<file path="config.mk">
export PLATFORM = sky130hd
export DESIGN_NAME = bus_capture
export DESIGN_NICKNAME = d
export VERILOG_FILES = /design/src/logic/msx_cart_pkg.sv /design/src/logic/bus_capture.sv
export SDC_FILE = /design/constraint.sdc
export NUM_CORES = 1
export LEC_CHECK = 0
export ABC_AREA = 1
export BUFFER_PORTS_ARGS = -buffer_cell sky130_fd_sc_hd__buf_2
export CAP_MARGIN = 10
export CORE_MARGIN = 2
export CORE_UTILIZATION = 42
export DETAILED_ROUTE_END_ITERATION = 10
export GPL_TIMING_DRIVEN = 0
export PLACE_DENSITY = 0.64
export SLEW_MARGIN = 0
export SYNTH_ARGS = -nofsm -noshare
export SYNTH_HDL_FRONTEND = slang
export SYNTH_SLANG_ARGS = --single-unit
</file>
<file path="constraint.sdc">
create_clock -name clk108_w -period 1.3 [get_ports clk108_w]
set_clock_uncertainty 0.1 [all_clocks]
set_input_delay 0.195 -clock clk108_w [delete_from_list [all_inputs] [get_ports clk108_w]]
set_output_delay 0.195 -clock clk108_w [all_outputs]
set_load 0.005 [all_outputs]
</file>
<file path="src/logic/msx_cart_pkg.sv">
package msx_cart_pkg;

    ////////////////////////////////////////////////////////////////////////////
    // cpu side
    localparam int ADDR_W = 16;

    typedef logic [7:0]        byte_t;
    typedef logic [ADDR_W-1:0] cpu_addr_t;

    // pin mux walk, one step per clock
    typedef enum logic [2:0] {
        LOW_SET, LOW_SAMPLE, HIGH_SET, HIGH_SAMPLE, CTRL_SET, CTRL_SAMPLE, IDLE
    } seq_state_t;

    localparam logic [2:0] MSEL_LOW  = 3'b110;  // A0-A7
    localparam logic [2:0] MSEL_HIGH = 3'b101;  // A8-A15
    localparam logic [2:0] MSEL_CTRL = 3'b011;  // merq, iorq .. m1
    localparam logic [2:0] MSEL_NONE = 3'b111;

    // bit positions on mp during the control step
    localparam int CTRL_MERQ = 0;
    localparam int CTRL_IORQ = 1;
    localparam int CTRL_M1   = 7;

    localparam logic [31:0] BOOT_WARM_CYCLES = 32'd400;

    ////////////////////////////////////////////////////////////////////////////
    // config port 8Fh
    localparam byte_t CFG_PORT       = 8'h8F;
    localparam byte_t CFG_KONAMI     = 8'h04;
    localparam byte_t CFG_KONAMI_SCC = 8'h05;
    localparam byte_t CFG_ASCII16    = 8'h16;
    localparam byte_t CFG_ASCII8     = 8'h08;

    localparam logic [3:0] VOL_SCC  = 4'hF;
    localparam logic [3:0] VOL_PSG  = 4'hE;
    localparam logic [3:0] VOL_OPLL = 4'hD;
    localparam logic [3:0] VOL_BASE = 4'd9;

    typedef enum logic [1:0] {KONAMI, KONAMI_SCC, ASCII16, ASCII8} megaram_type_t;
    typedef logic [3:0] vol_t;

    ////////////////////////////////////////////////////////////////////////////
    // sd card window
    localparam cpu_addr_t SDC_SDATA     = 16'h7C00;
    localparam cpu_addr_t SDC_SDATA_END = 16'h7DFF;
    localparam cpu_addr_t SDC_ENABLE    = 16'h7E00;
    localparam cpu_addr_t SDC_CMD       = 16'h7E01;
    localparam cpu_addr_t SDC_STATUS    = 16'h7E02;
    localparam cpu_addr_t SDC_SADDR     = 16'h7E03;  // 4 bytes, lsb first
    localparam cpu_addr_t SDC_CTYPE     = 16'h7E0F;
    localparam cpu_addr_t SDC_END       = 16'h7EFF;

    localparam int SECTOR_AW = 9;
    typedef logic [SECTOR_AW-1:0] sector_addr_t;

    localparam byte_t READ_IDLE = 8'hFF;

endpackage
</file>
<file path="src/logic/bus_capture.sv">
`timescale 1ns/1ns

module bus_capture import msx_cart_pkg::*; (
    input  logic       clk108_w,
    input  logic       ram_enabled_w,
    input  byte_t      mp,
    input  logic [2:0] msel_n,
    input  logic       sample_en,
    input  logic       sltsl_n,
    input  logic       rd_n,
    input  logic       wr_n,
    output cpu_addr_t  addr,
    output logic       merq_n,
    output logic       iorq_n,
    output logic       m1_n,
    output logic       sltsl_n_s,
    output logic       rd_n_s,
    output logic       wr_n_s
);

    logic [2:0] strb_meta, strb_sync;  // {sltsl_n, rd_n, wr_n}
    byte_t      lo_stage, hi_stage;
    logic       lo_live;    // strobe was active when the low byte was taken
    logic       cyc_valid;  // address and control belong to the current cycle
    logic       strb_active;

    assign strb_active = !strb_sync[1] || !strb_sync[0];

    always_ff @(posedge clk108_w or negedge ram_enabled_w) begin
        if (!ram_enabled_w) begin
            strb_meta <= '1;
            strb_sync <= '1;
        end else begin
            strb_meta <= {sltsl_n, rd_n, wr_n};
            strb_sync <= strb_meta;
        end
    end

    // address bytes wait in staging until the control byte of the same frame
    always_ff @(posedge clk108_w) begin
        if (sample_en && msel_n == MSEL_LOW)  lo_stage <= mp;
        if (sample_en && msel_n == MSEL_HIGH) hi_stage <= mp;
        if (sample_en && msel_n == MSEL_CTRL) addr <= {hi_stage, lo_stage};
    end

    always_ff @(posedge clk108_w or negedge ram_enabled_w) begin
        if (!ram_enabled_w) begin
            merq_n    <= 1'b1;
            iorq_n    <= 1'b1;
            m1_n      <= 1'b1;
            lo_live   <= 1'b0;
            cyc_valid <= 1'b0;
        end else begin
            if (sample_en && msel_n == MSEL_LOW) lo_live <= strb_active;
            if (sample_en && msel_n == MSEL_CTRL) begin
                merq_n    <= mp[CTRL_MERQ];
                iorq_n    <= mp[CTRL_IORQ];
                m1_n      <= mp[CTRL_M1];
                cyc_valid <= lo_live && strb_active;
            end
            if (!strb_active) cyc_valid <= 1'b0;  // cycle over
        end
    end

    assign sltsl_n_s = strb_sync[2];
    assign rd_n_s    = strb_sync[1] || !cyc_valid;  // held off until a full frame
    assign wr_n_s    = strb_sync[0] || !cyc_valid;

endmodule

</file>
==> results of run 1 <==
[power breakdown]
part	switching, µW	internal [µW]
sequential	24.8	1550
clock	379	394
combinational	73.4	87.1
total	477	2030
[area by class of cell]
type,count,area share [%]
inverters,5,1.01
flip-flops and latches,43,66.9
multi-input cells,27,7.78
clock inverters,3,2.08
well taps,44,2.95
repair buffers,50,17.3
clock buffers,5,2.01
[layer usage]
metal  vias up  track usage, %
li1        376               -
met1       319            12.5
met2        31            16.8
met3         6            3.73
met4         0            8.21
met5         -               0
[registers in the layout (all words and copies together), names as in the netlist]
name and count:
addr 16, hi_stage 8, lo_stage 8, strb_meta 3, strb_sync 3, cyc_valid 1
iorq_n 1, lo_live 1, m1_n 1, merq_n 1
[cell usage in the layout (no fill, tap or decap), types with 2 or more instances in the layout]
master and count:
buf_2 36, buf_6 2, clkbuf_4 5, dfrtp_1 2, dfstp_2 9, dlygate4sd3_1 12, edfxtp_1 32, inv_1 3
inv_2 2, nand2_1 16, nand2_2 4
[worst paths after layout]
kind | startpoint | endpoint | slack, ps | depth (start not counted)
max | strb_sync[1] | rd_n_s | -60 | 3
min | ram_enabled_w | lo_live | 130 | 2
max reg2reg | strb_sync[0] | cyc_valid | 290 | 3
min reg2reg | strb_meta[2] | strb_sync[2] | 270 | 0
max in group asynchronous | ram_enabled_w | iorq_n | 720 | 2
min in group clk108_w | msel_n[2] | lo_live | 130 | 4
[repair_timing]
action,CTS,global route
hold buffers,12,0
setup endpoints to repair,5,6
gates resized for setup,0,5
gates cloned,0,0
endpoints found under the hold margin,33,0
[kinds of logic (layout without fill, tap and decap cells)]
group | count (synthesis) | in the layout | synth area share (%)
DFF | 43 | 43 | 88.9
and+or+nand+nor | 26 | 26 | 9.45
buffers and inverters | 5 | 63 | 1.34
AOI/OAI and AO/OA | 1 | 1 | 0.356
[stage by stage]
step                      util, %  TNS (ps)  power (µW)  instance area (µm²)
after floorplan                 -         0        1650                 1410
after global placement       52.9      -983        1720                 1650
after detailed placement     52.9     -1170        1720                 1650
after CTS                    59.2      -201        2520                 1850
after global routing         59.6      -409        2630                 1870
final                        59.6      -129        2510                 1870
[critical path, stage by stage (launching register included)]
cell     delay, ps
dfstp_2        550
inv_2           30
nand2_2         40
buf_2          100
==> metrics.txt, run 1 <==
# TYPE chip_impl_metric gauge
chip_impl_metric{name="clock_path_buffers",unit=""} 2
chip_impl_metric{name="synthArstFlopShare",unit="%"} 25.6
chip_impl_metric{name="clock_latency",unit="ps"} 340
chip_impl_metric{name="area.sequential",unit="mm²"} 0.00125
chip_impl_metric{name="share_of_layout_cells_above_drive_strength_1",unit="%"} 48.1
chip_impl_metric{name="setup_viol_count_final",unit=""} 2
chip_impl_metric{name="io_pins",unit=""} 39
chip_impl_metric{name="avgViaCountPerCell",unit=""} 4.14
chip_impl_metric{name="power.leakage",unit="µW"} 0.000757
chip_impl_metric{name="synthesis.area_per_instance",unit="µm²"} 18.7
chip_impl_metric{name="rows",unit=""} 20
chip_impl_info{name="synthMostInstantiatedCell",value="edfxtp_1"} 1
chip_impl_metric{name="worst-path-max-fanout",unit=""} 2
chip_impl_metric{name="grt_max_degree",unit=""} 21
chip_impl_metric{name="grt_first_pass_wirelength",unit="µm"} 2760
chip_impl_metric{name="synth_cell_types",unit=""} 13
chip_impl_metric{name="final_net_count",unit=""} 149
chip_impl_metric{name="start_util",unit="%"} 44.9
chip_impl_metric{name="drtPass1Iterations",unit=""} 4
chip_impl_info{name="rsz0062_at_grt",value="true"} 1
chip_impl_metric{name="design.core.area",unit="mm²"} 0.00313
chip_impl_info{name="timing.hold.worst.class",value="input pin to async pin"} 1
chip_impl_metric{name="wl_per_cell",unit="µm"} 10.3
chip_impl_metric{name="dp_hpwl",unit="µm"} 1250
chip_impl_metric{name="clkSlewWorstSetupHoldPaths",unit="ps"} 110
chip_impl_info{name="violations",value="setup timing"} 1
chip_impl_metric{name="max_cap_viol_count",unit=""} 0
chip_impl_info{name="synth.largest_area_cell",value="edfxtp_1"} 1
chip_impl_metric{name="cts-htree-levels",unit=""} 2
chip_impl_metric{name="postSynthNetCount",unit=""} 92
chip_impl_metric{name="hold-worst-slack",unit="ps"} 128
chip_impl_info{name="cp-end-kind",value="output port"} 1
chip_impl_info{name="ys.flop_type",value="edfxtp_1"} 1
chip_impl_metric{name="wl_met1",unit="µm"} 783
chip_impl_metric{name="area_growth_syn_to_layout",unit="%"} 32.9
chip_impl_info{name="synth.cells.most_frequent",value="edfxtp_1 (32), nand2_1 (17), dfstp_2 (9)"} 1
chip_impl_metric{name="power_per_cell_area",unit="mW/mm²"} 1340
chip_impl_metric{name="finalHoldViolCount",unit=""} 0
chip_impl_metric{name="gp_congestion",unit=""} 0.640
chip_impl_metric{name="instances_no_fill",unit=""} 177
chip_impl_metric{name="die_area",unit="mm²"} 0.00382
chip_impl_metric{name="postRouteAntennaNets",unit=""} 0
chip_impl_metric{name="synth.cell_area",unit="mm²"} 0.00140
chip_impl_metric{name="synth.yosys.warnings",unit=""} 0
chip_impl_metric{name="inserted_diodes",unit=""} 0
chip_impl_metric{name="die_w",unit="µm"} 61.8
chip_impl_metric{name="area_share_of_the_largest_cell_type_after_synthesis",unit="%"} 68.4
chip_impl_info{name="dr.max_layer_used",value="met4"} 1
chip_impl_info{name="cts_tree",value="yes"} 1
chip_impl_info{name="synth_top_cells_by_area",value="edfxtp_1 (68%), dfstp_2 (17%), nand2_1 (4.5%)"} 1
chip_impl_metric{name="dpl_worst_slack",unit="ps"} -120
chip_impl_metric{name="grt_antenna_before_repair",unit=""} 0
chip_impl_metric{name="global_route.overflow_total",unit=""} 0
chip_impl_metric{name="die_height",unit="µm"} 61.8
chip_impl_metric{name="slew_limit_headroom",unit="%"} 56.4
chip_impl_metric{name="layout_setup_ws",unit="ps"} -64.5
chip_impl_metric{name="wl_met3",unit="µm"} 122
chip_impl_metric{name="max_freq",unit="MHz"} 733
chip_impl_metric{name="vias",unit=""} 732
chip_impl_metric{name="max_slew.worst_pin.slew",unit="ps"} 650
chip_impl_info{name="clock-root-buffer",value="clkbuf_4"} 1
chip_impl_metric{name="place.port_buffers",unit=""} 38
chip_impl_metric{name="synth_seq_cells",unit=""} 43
chip_impl_metric{name="tritoncts.num_buffers",unit=""} 5
chip_impl_info{name="timing.critical_path.from_type",value="flip-flop"} 1
chip_impl_metric{name="drt-initial-drc-count",unit=""} 7
chip_impl_metric{name="synth_edf_count",unit=""} 32
chip_impl_metric{name="fin_crit",unit="ps"} 1360
chip_impl_metric{name="required",unit="ps"} 1000
chip_impl_metric{name="totalWireLength",unit="µm"} 1820
chip_impl_metric{name="vdd_ir_drop_max",unit="V"} 0.000711
chip_impl_metric{name="wl_met2",unit="µm"} 866
chip_impl_metric{name="first_global_vias",unit=""} 647
chip_impl_metric{name="synth_sequential_area_ratio",unit="%"} 88.9
chip_impl_metric{name="cts_sinks",unit=""} 43
chip_impl_info{name="status",value="finished, violations left"} 1
chip_impl_metric{name="route.detailed.drc",unit=""} 0
chip_impl_info{name="timing_worst_setup_path_type",value="flip-flop to output port"} 1
chip_impl_metric{name="dp_cells",unit=""} 157
chip_impl_metric{name="synth_cells",unit=""} 75
chip_impl_metric{name="nFillCells",unit=""} 255
chip_impl_metric{name="multiInputGateArea",unit="µm²"} 145
chip_impl_metric{name="post_cts_buffers",unit=""} 0
chip_impl_metric{name="layout_worst_path_cycle_share",unit="%"} 105
chip_impl_metric{name="total_routing_resource_utilization_after_global_routing",unit="%"} 10.9
chip_impl_metric{name="maxSlewViolCount",unit=""} 0
chip_impl_metric{name="critical_path_arrival",unit="ps"} 1070
(Power assumes the default switching activity.)
==> run 2: changes to the inputs <==
- CELL_PAD_IN_SITES_DETAIL_PLACEMENT: unset -> 0
- CELL_PAD_IN_SITES_GLOBAL_PLACEMENT: unset -> 1
- CORE_UTILIZATION: 42 -> 41
- PLACE_DENSITY: 0.64 -> 0.74
==> metrics.txt, run 2 (synthesis gave the netlist of run 1 again) <==
# TYPE chip_impl_metric gauge
chip_impl_info{name="status",value="finished, violations left"} 1
chip_impl_info{name="violations",value="setup timing"} 1
chip_impl_metric{name="die_w",unit="µm"} 62.5
chip_impl_metric{name="dp_hpwl",unit="µm"} 1430
chip_impl_metric{name="tns",unit="ps"} -128
chip_impl_metric{name="drtPass1Iterations",unit=""} 3
chip_impl_metric{name="dpl_worst_slack",unit="ps"} -133
chip_impl_info{name="clock-root-buffer",value="clkbuf_4"} 1
chip_impl_metric{name="first_global_vias",unit=""} 779
chip_impl_metric{name="totalWireLength",unit="µm"} 2130
chip_impl_info{name="timing_worst_setup_path_type",value="flip-flop to output port"} 1
chip_impl_metric{name="finalHoldViolCount",unit=""} 0
chip_impl_metric{name="area.sequential",unit="mm²"} 0.00125
chip_impl_info{name="largest_registers_ranked_by_flip_flop_count",value="addr: 16 flops, hi_stage: 8 flops, lo_stage: 8 flops"} 1
chip_impl_info{name="timing.critical_path.from_type",value="flip-flop"} 1
chip_impl_metric{name="route.detailed.drc",unit=""} 0
chip_impl_metric{name="cts_sinks",unit=""} 43
chip_impl_metric{name="critical_path_arrival",unit="ps"} 1070
chip_impl_metric{name="max_freq",unit="MHz"} 735
chip_impl_metric{name="rows",unit=""} 21
chip_impl_metric{name="global_route.overflow_total",unit=""} 0
chip_impl_metric{name="nFillCells",unit=""} 264
chip_impl_metric{name="clock_latency",unit="ps"} 340
chip_impl_metric{name="cts-htree-levels",unit=""} 2
chip_impl_metric{name="multiInputGateArea",unit="µm²"} 145
chip_impl_metric{name="total_routing_resource_utilization_after_global_routing",unit="%"} 12.4
chip_impl_metric{name="grt_max_degree",unit=""} 21
chip_impl_metric{name="design.core.area",unit="mm²"} 0.00331
chip_impl_metric{name="setup_viol_count_final",unit=""} 3
chip_impl_metric{name="timing.critical_path.slowest_cell_delay",unit="ps"} 550
chip_impl_info{name="cts_tree",value="yes"} 1
chip_impl_metric{name="grt_antenna_before_repair",unit=""} 0
chip_impl_metric{name="worst-path-max-fanout",unit=""} 2
chip_impl_metric{name="power.leakage",unit="µW"} 0.000779
chip_impl_info{name="layout.cells.most_common_list",value="buf_2 (35), edfxtp_1 (32), nand2_1 (16)"} 1
chip_impl_metric{name="total_power",unit="µW"} 2750
chip_impl_metric{name="inserted_diodes",unit=""} 0
chip_impl_info{name="reg_to_reg_critical_path_startpoint",value="strb_sync[0]"} 1
chip_impl_metric{name="max_cap_viol_count",unit=""} 0
chip_impl_metric{name="clock_path_buffers",unit=""} 2
chip_impl_info{name="max_flop_register",value="addr"} 1
chip_impl_metric{name="start_util",unit="%"} 42.4
chip_impl_metric{name="power_per_cell_area",unit="mW/mm²"} 1440
chip_impl_metric{name="postRouteAntennaNets",unit=""} 0
chip_impl_metric{name="largest_register_ff_count",unit=""} 16
chip_impl_metric{name="layout_setup_ws",unit="ps"} -60.5
chip_impl_metric{name="maxSlewViolCount",unit=""} 0
chip_impl_metric{name="fin_crit",unit="ps"} 1360
chip_impl_metric{name="max_slew.worst_pin.slew",unit="ps"} 654
chip_impl_metric{name="wl_per_cell",unit="µm"} 11.9
chip_impl_metric{name="area_growth_syn_to_layout",unit="%"} 35.8
chip_impl_info{name="most_frequent_standard_cell_in_the_layout_excluding_fill_and_tap_cells",value="buf_2"} 1
chip_impl_metric{name="share_of_layout_cells_above_drive_strength_1",unit="%"} 48.5
chip_impl_metric{name="io_pins",unit=""} 39
chip_impl_info{name="timing.hold.worst.class",value="input pin to async pin"} 1
chip_impl_metric{name="tritoncts.num_buffers",unit=""} 5
chip_impl_info{name="rsz0062_at_grt",value="true"} 1
chip_impl_metric{name="die_area",unit="mm²"} 0.00391
chip_impl_metric{name="drt-initial-drc-count",unit=""} 24
chip_impl_info{name="cp-startpoint",value="strb_sync[0]"} 1
chip_impl_metric{name="avgViaCountPerCell",unit=""} 4.21
chip_impl_metric{name="required",unit="ps"} 1000
chip_impl_metric{name="grt_first_pass_wirelength",unit="µm"} 3510
chip_impl_metric{name="post-route-cell-area",unit="mm²"} 0.00191
chip_impl_info{name="worst_path_slowest_cell",value="dfstp_2"} 1
chip_impl_metric{name="die_height",unit="µm"} 62.5
chip_impl_metric{name="place.port_buffers",unit=""} 38
chip_impl_metric{name="instances_no_fill",unit=""} 180
chip_impl_metric{name="gp_congestion",unit=""} 0.684
chip_impl_info{name="cp-end-kind",value="output port"} 1
chip_impl_metric{name="final_net_count",unit=""} 150
chip_impl_metric{name="clkSlewWorstSetupHoldPaths",unit="ps"} 120
chip_impl_info{name="crit_path_cell_trace",value="inv_2 -> nand2_1 -> buf_2"} 1
chip_impl_metric{name="layout_worst_path_cycle_share",unit="%"} 105
chip_impl_metric{name="dp_cells",unit=""} 159
chip_impl_metric{name="vias",unit=""} 757
chip_impl_metric{name="placement.cell_area",unit="mm²"} 0.00166
chip_impl_metric{name="slew_limit_headroom",unit="%"} 56.2
chip_impl_metric{name="vdd_ir_drop_max",unit="V"} 0.000738
[run 2: worst max-delay path: cells and delay by family (launching register included)]
| kind | cells | cell delay [ps] |
|---|---|---|
| simple gates | 1 | 40 |
| buf+inv | 2 | 140 |
| flops | 1 | 550 |
[run 2: metal layers]
layer | share of wire (%) | GRT usage (%)
met1 | 41 | 12.7
met2 | 51 | 22.3
met3 | 5.7 | 4.86
met4 | 1.9 | 5.00
met5 | 0 | 0
[run 2: path summary, 6_finish.rpt]
check                          endpoint  slack, ps  depth (start not counted)
min                           cyc_valid        110                          2
min in group clk108_w            iorq_n        140                          5
min reg2reg                strb_sync[0]        260                          0
max                              wr_n_s        -60                          3
max in group asynchronous  strb_meta[0]        730                          2
max reg2reg                   cyc_valid        330                          3
[run 2: through the flow]
step                hold WS (ps)  utilization (%)
floorplan                   -201                -
global placement           -34.2             50.0
detailed placement         -29.9             50.0
CTS                          109             57.0
global route                 105             57.6
finish                       114             57.6
[run 2: cell type report]
type | count | area share, %
clock buffer | 6 | 2.17
clock inverter | 2 | 3.15
inverter | 5 | 0.984
multi-input combinational | 27 | 7.61
sequential | 43 | 65.4
tap | 46 | 3.02
timing repair buffer | 51 | 17.7
[run 2: timing repair]
item	in CTS	in global routing
gates cloned	0	0
endpoints found under the hold margin	33	0
endpoints found under the setup margin	5	6
gates resized for setup	0	6
pin swaps	0	0
hold buffers	12	0
buffers inserted	1	0
[run 2: report_power, final]
| part | internal, µW | leakage [µW] | total, µW | switching (µW) |
|---|---|---|---|---|
| combinational | 95.4 | 0.000316 | 174 | 79.1 |
| sequential | 1550 | 0.000411 | 1580 | 25.9 |
| clock | 600 | 0.0000525 | 1000 | 403 |
==> run 3: changes to the inputs <==
- CORE_UTILIZATION: 41 -> 42
- PLACE_DENSITY: 0.74 -> 0.76
- clock period: 1.3 -> 1.7 ns (I/O delays scaled with it)
==> metrics.txt, run 3 (synthesis gave the netlist of run 1 again) <==
# TYPE chip_impl_metric gauge
chip_impl_info{name="rsz0062_at_grt",value="false"} 1
chip_impl_metric{name="place.port_buffers",unit=""} 38
chip_impl_metric{name="die_area",unit="mm²"} 0.00382
chip_impl_info{name="clock-root-buffer",value="clkbuf_4"} 1
chip_impl_metric{name="fin_crit",unit="ps"} 1460
chip_impl_metric{name="grt.met2_usage",unit="%"} 22.6
chip_impl_metric{name="worst-r2r-cell-count",unit=""} 3
chip_impl_metric{name="clkSlewWorstSetupHoldPaths",unit="ps"} 110
chip_impl_metric{name="slew_limit_headroom",unit="%"} 22.8
chip_impl_info{name="largest_registers_ranked_by_flip_flop_count",value="addr: 16 flops, hi_stage: 8 flops, lo_stage: 8 flops"} 1
chip_impl_info{name="timing.critical_path.from_type",value="input pin"} 1
chip_impl_metric{name="tritoncts.num_buffers",unit=""} 5
chip_impl_info{name="max_flop_register",value="addr"} 1
chip_impl_metric{name="total_routing_resource_utilization_after_global_routing",unit="%"} 12.1
chip_impl_metric{name="grt.met1_usage",unit="%"} 11.5
chip_impl_metric{name="cts-htree-levels",unit=""} 2
chip_impl_metric{name="grt_use_met3",unit="%"} 5.59
chip_impl_metric{name="power_per_cell_area",unit="mW/mm²"} 968
chip_impl_metric{name="maxSlewViolCount",unit=""} 0
chip_impl_metric{name="clock_path_buffers",unit=""} 2
chip_impl_metric{name="totalWireLength",unit="µm"} 2010
chip_impl_metric{name="largest_register_ff_count",unit=""} 16
chip_impl_metric{name="drt-initial-drc-count",unit=""} 24
chip_impl_metric{name="vdd_ir_drop_max",unit="V"} 0.000550
chip_impl_metric{name="critical_path_arrival",unit="ps"} 1320
chip_impl_metric{name="global_route.overflow_total",unit=""} 0
chip_impl_metric{name="nFillCells",unit=""} 246
chip_impl_info{name="timing_worst_setup_path_type",value="input pin to flip-flop"} 1
chip_impl_metric{name="start_util",unit="%"} 44.9
chip_impl_info{name="cts_tree",value="yes"} 1
chip_impl_info{name="global_route.peak_usage_layer",value="met2"} 1
chip_impl_metric{name="min_path_cells",unit=""} 4
chip_impl_metric{name="inserted_diodes",unit=""} 0
chip_impl_metric{name="drtPass1Iterations",unit=""} 4
chip_impl_metric{name="gp_congestion",unit=""} 0.697
chip_impl_metric{name="final_net_count",unit=""} 149
chip_impl_metric{name="max_freq",unit="MHz"} 684
chip_impl_info{name="most_frequent_standard_cell_in_the_layout_excluding_fill_and_tap_cells",value="buf_2"} 1
chip_impl_metric{name="avgViaCountPerCell",unit=""} 4.34
chip_impl_metric{name="vias",unit=""} 769
chip_impl_metric{name="max_slew.worst_pin.slew",unit="ps"} 1150
chip_impl_info{name="cp-end-kind",value="flip-flop"} 1
chip_impl_metric{name="io_pins",unit=""} 39
chip_impl_metric{name="cts_sinks",unit=""} 43
chip_impl_info{name="status",value="finished clean"} 1
chip_impl_metric{name="placement.cell_area",unit="mm²"} 0.00165
chip_impl_metric{name="grt_max_degree",unit=""} 21
chip_impl_metric{name="die_w",unit="µm"} 61.8
chip_impl_metric{name="total_power",unit="µW"} 1760
chip_impl_metric{name="grt_antenna_before_repair",unit=""} 0
chip_impl_metric{name="tns",unit="ps"} 0
chip_impl_metric{name="timing.reg2reg.setup_slack",unit="ps"} 740
chip_impl_metric{name="post_cts_resize_count",unit=""} 0
chip_impl_metric{name="wl_per_cell",unit="µm"} 11.4
chip_impl_metric{name="rows",unit=""} 20
chip_impl_metric{name="die_height",unit="µm"} 61.8
chip_impl_info{name="timing.hold.worst.class",value="input pin to flip-flop"} 1
chip_impl_metric{name="layout_worst_path_cycle_share",unit="%"} 86.0
chip_impl_metric{name="grt_first_pass_wirelength",unit="µm"} 3160
chip_impl_metric{name="post-route-cell-area",unit="mm²"} 0.00182
chip_impl_metric{name="route.detailed.drc",unit=""} 0
chip_impl_metric{name="power.leakage",unit="µW"} 0.000744
chip_impl_metric{name="required",unit="ps"} 1560
chip_impl_metric{name="clock_latency",unit="ps"} 340
chip_impl_info{name="layout.cells.most_common_list",value="buf_2 (38), edfxtp_1 (32), nand2_1 (17)"} 1
chip_impl_metric{name="share_of_layout_cells_above_drive_strength_1",unit="%"} 45.1
chip_impl_metric{name="area_growth_syn_to_layout",unit="%"} 29.9
chip_impl_metric{name="setup_viol_count_final",unit=""} 0
chip_impl_metric{name="design.core.area",unit="mm²"} 0.00313
chip_impl_metric{name="worst-path-max-fanout",unit=""} 8
chip_impl_metric{name="dp_hpwl",unit="µm"} 1430
chip_impl_metric{name="max_cap_viol_count",unit=""} 0
chip_impl_metric{name="postRouteAntennaNets",unit=""} 0
chip_impl_metric{name="finalHoldViolCount",unit=""} 0
chip_impl_metric{name="first_global_vias",unit=""} 782
## run 3: cell type report
| type | instances | area [µm²] | share of cell area, % |
|---|---|---|---|
| multi-input combinational | 27 | 138 | 7.55 |
| inverter | 5 | 18.8 | 1.03 |
| clock buffer | 6 | 41.3 | 2.26 |
| timing repair buffer | 50 | 310 | 17.0 |
| clock inverter | 2 | 12.5 | 0.686 |
| tap | 44 | 55.1 | 3.02 |
| sequential | 43 | 1250 | 68.4 |
## run 3: repair_timing
action / in CTS / in global routing
hold endpoints to repair: 25 / 4
hold buffers: 10 / 2
buffers inserted: 0 / 0
## run 3: routing by layer
layer,share of wire (%),vias up
met5,0,-
met4,0.70,0
met2,56,27
met1,36,365
li1,-,375
met3,6.8,2
## run 3: worst paths after layout
kind | from | end
min in group asynchronous | ram_enabled_w | cyc_valid
max reg2reg | strb_sync[1] | cyc_valid
max in group asynchronous | ram_enabled_w | merq_n
min reg2reg | strb_meta[2] | strb_sync[2]
min | msel_n[2] | lo_live
max | msel_n[0] | hi_stage[3]
## run 3: report_power, final
part,internal [µW],leakage [µW],switching (µW)
Combinational,56.2,0.000304,55.7
Sequential,1190,0.000411,17.1
Clock,160,0.0000282,291
## run 3: through the flow
step / setup WS, ps / hold slack, ps / instances / utilization [%]
2_1_floorplan: 286 / -141 / 75 / -
3_3_place_gp: -82.4 / 26.8 / 157 / 52.7
3_5_place_dp: -131 / 31.4 / 157 / 52.7
4_1_cts: 245 / 0.358 / 175 / 57.6
5_1_grt: 191 / 219 / 177 / 58.3
6_report: 239 / 193 / 177 / 58.3
## run 3: critical path, stage by stage
cell and delay, ps:
buf_2 100, inv_1 60, nor3_1 910
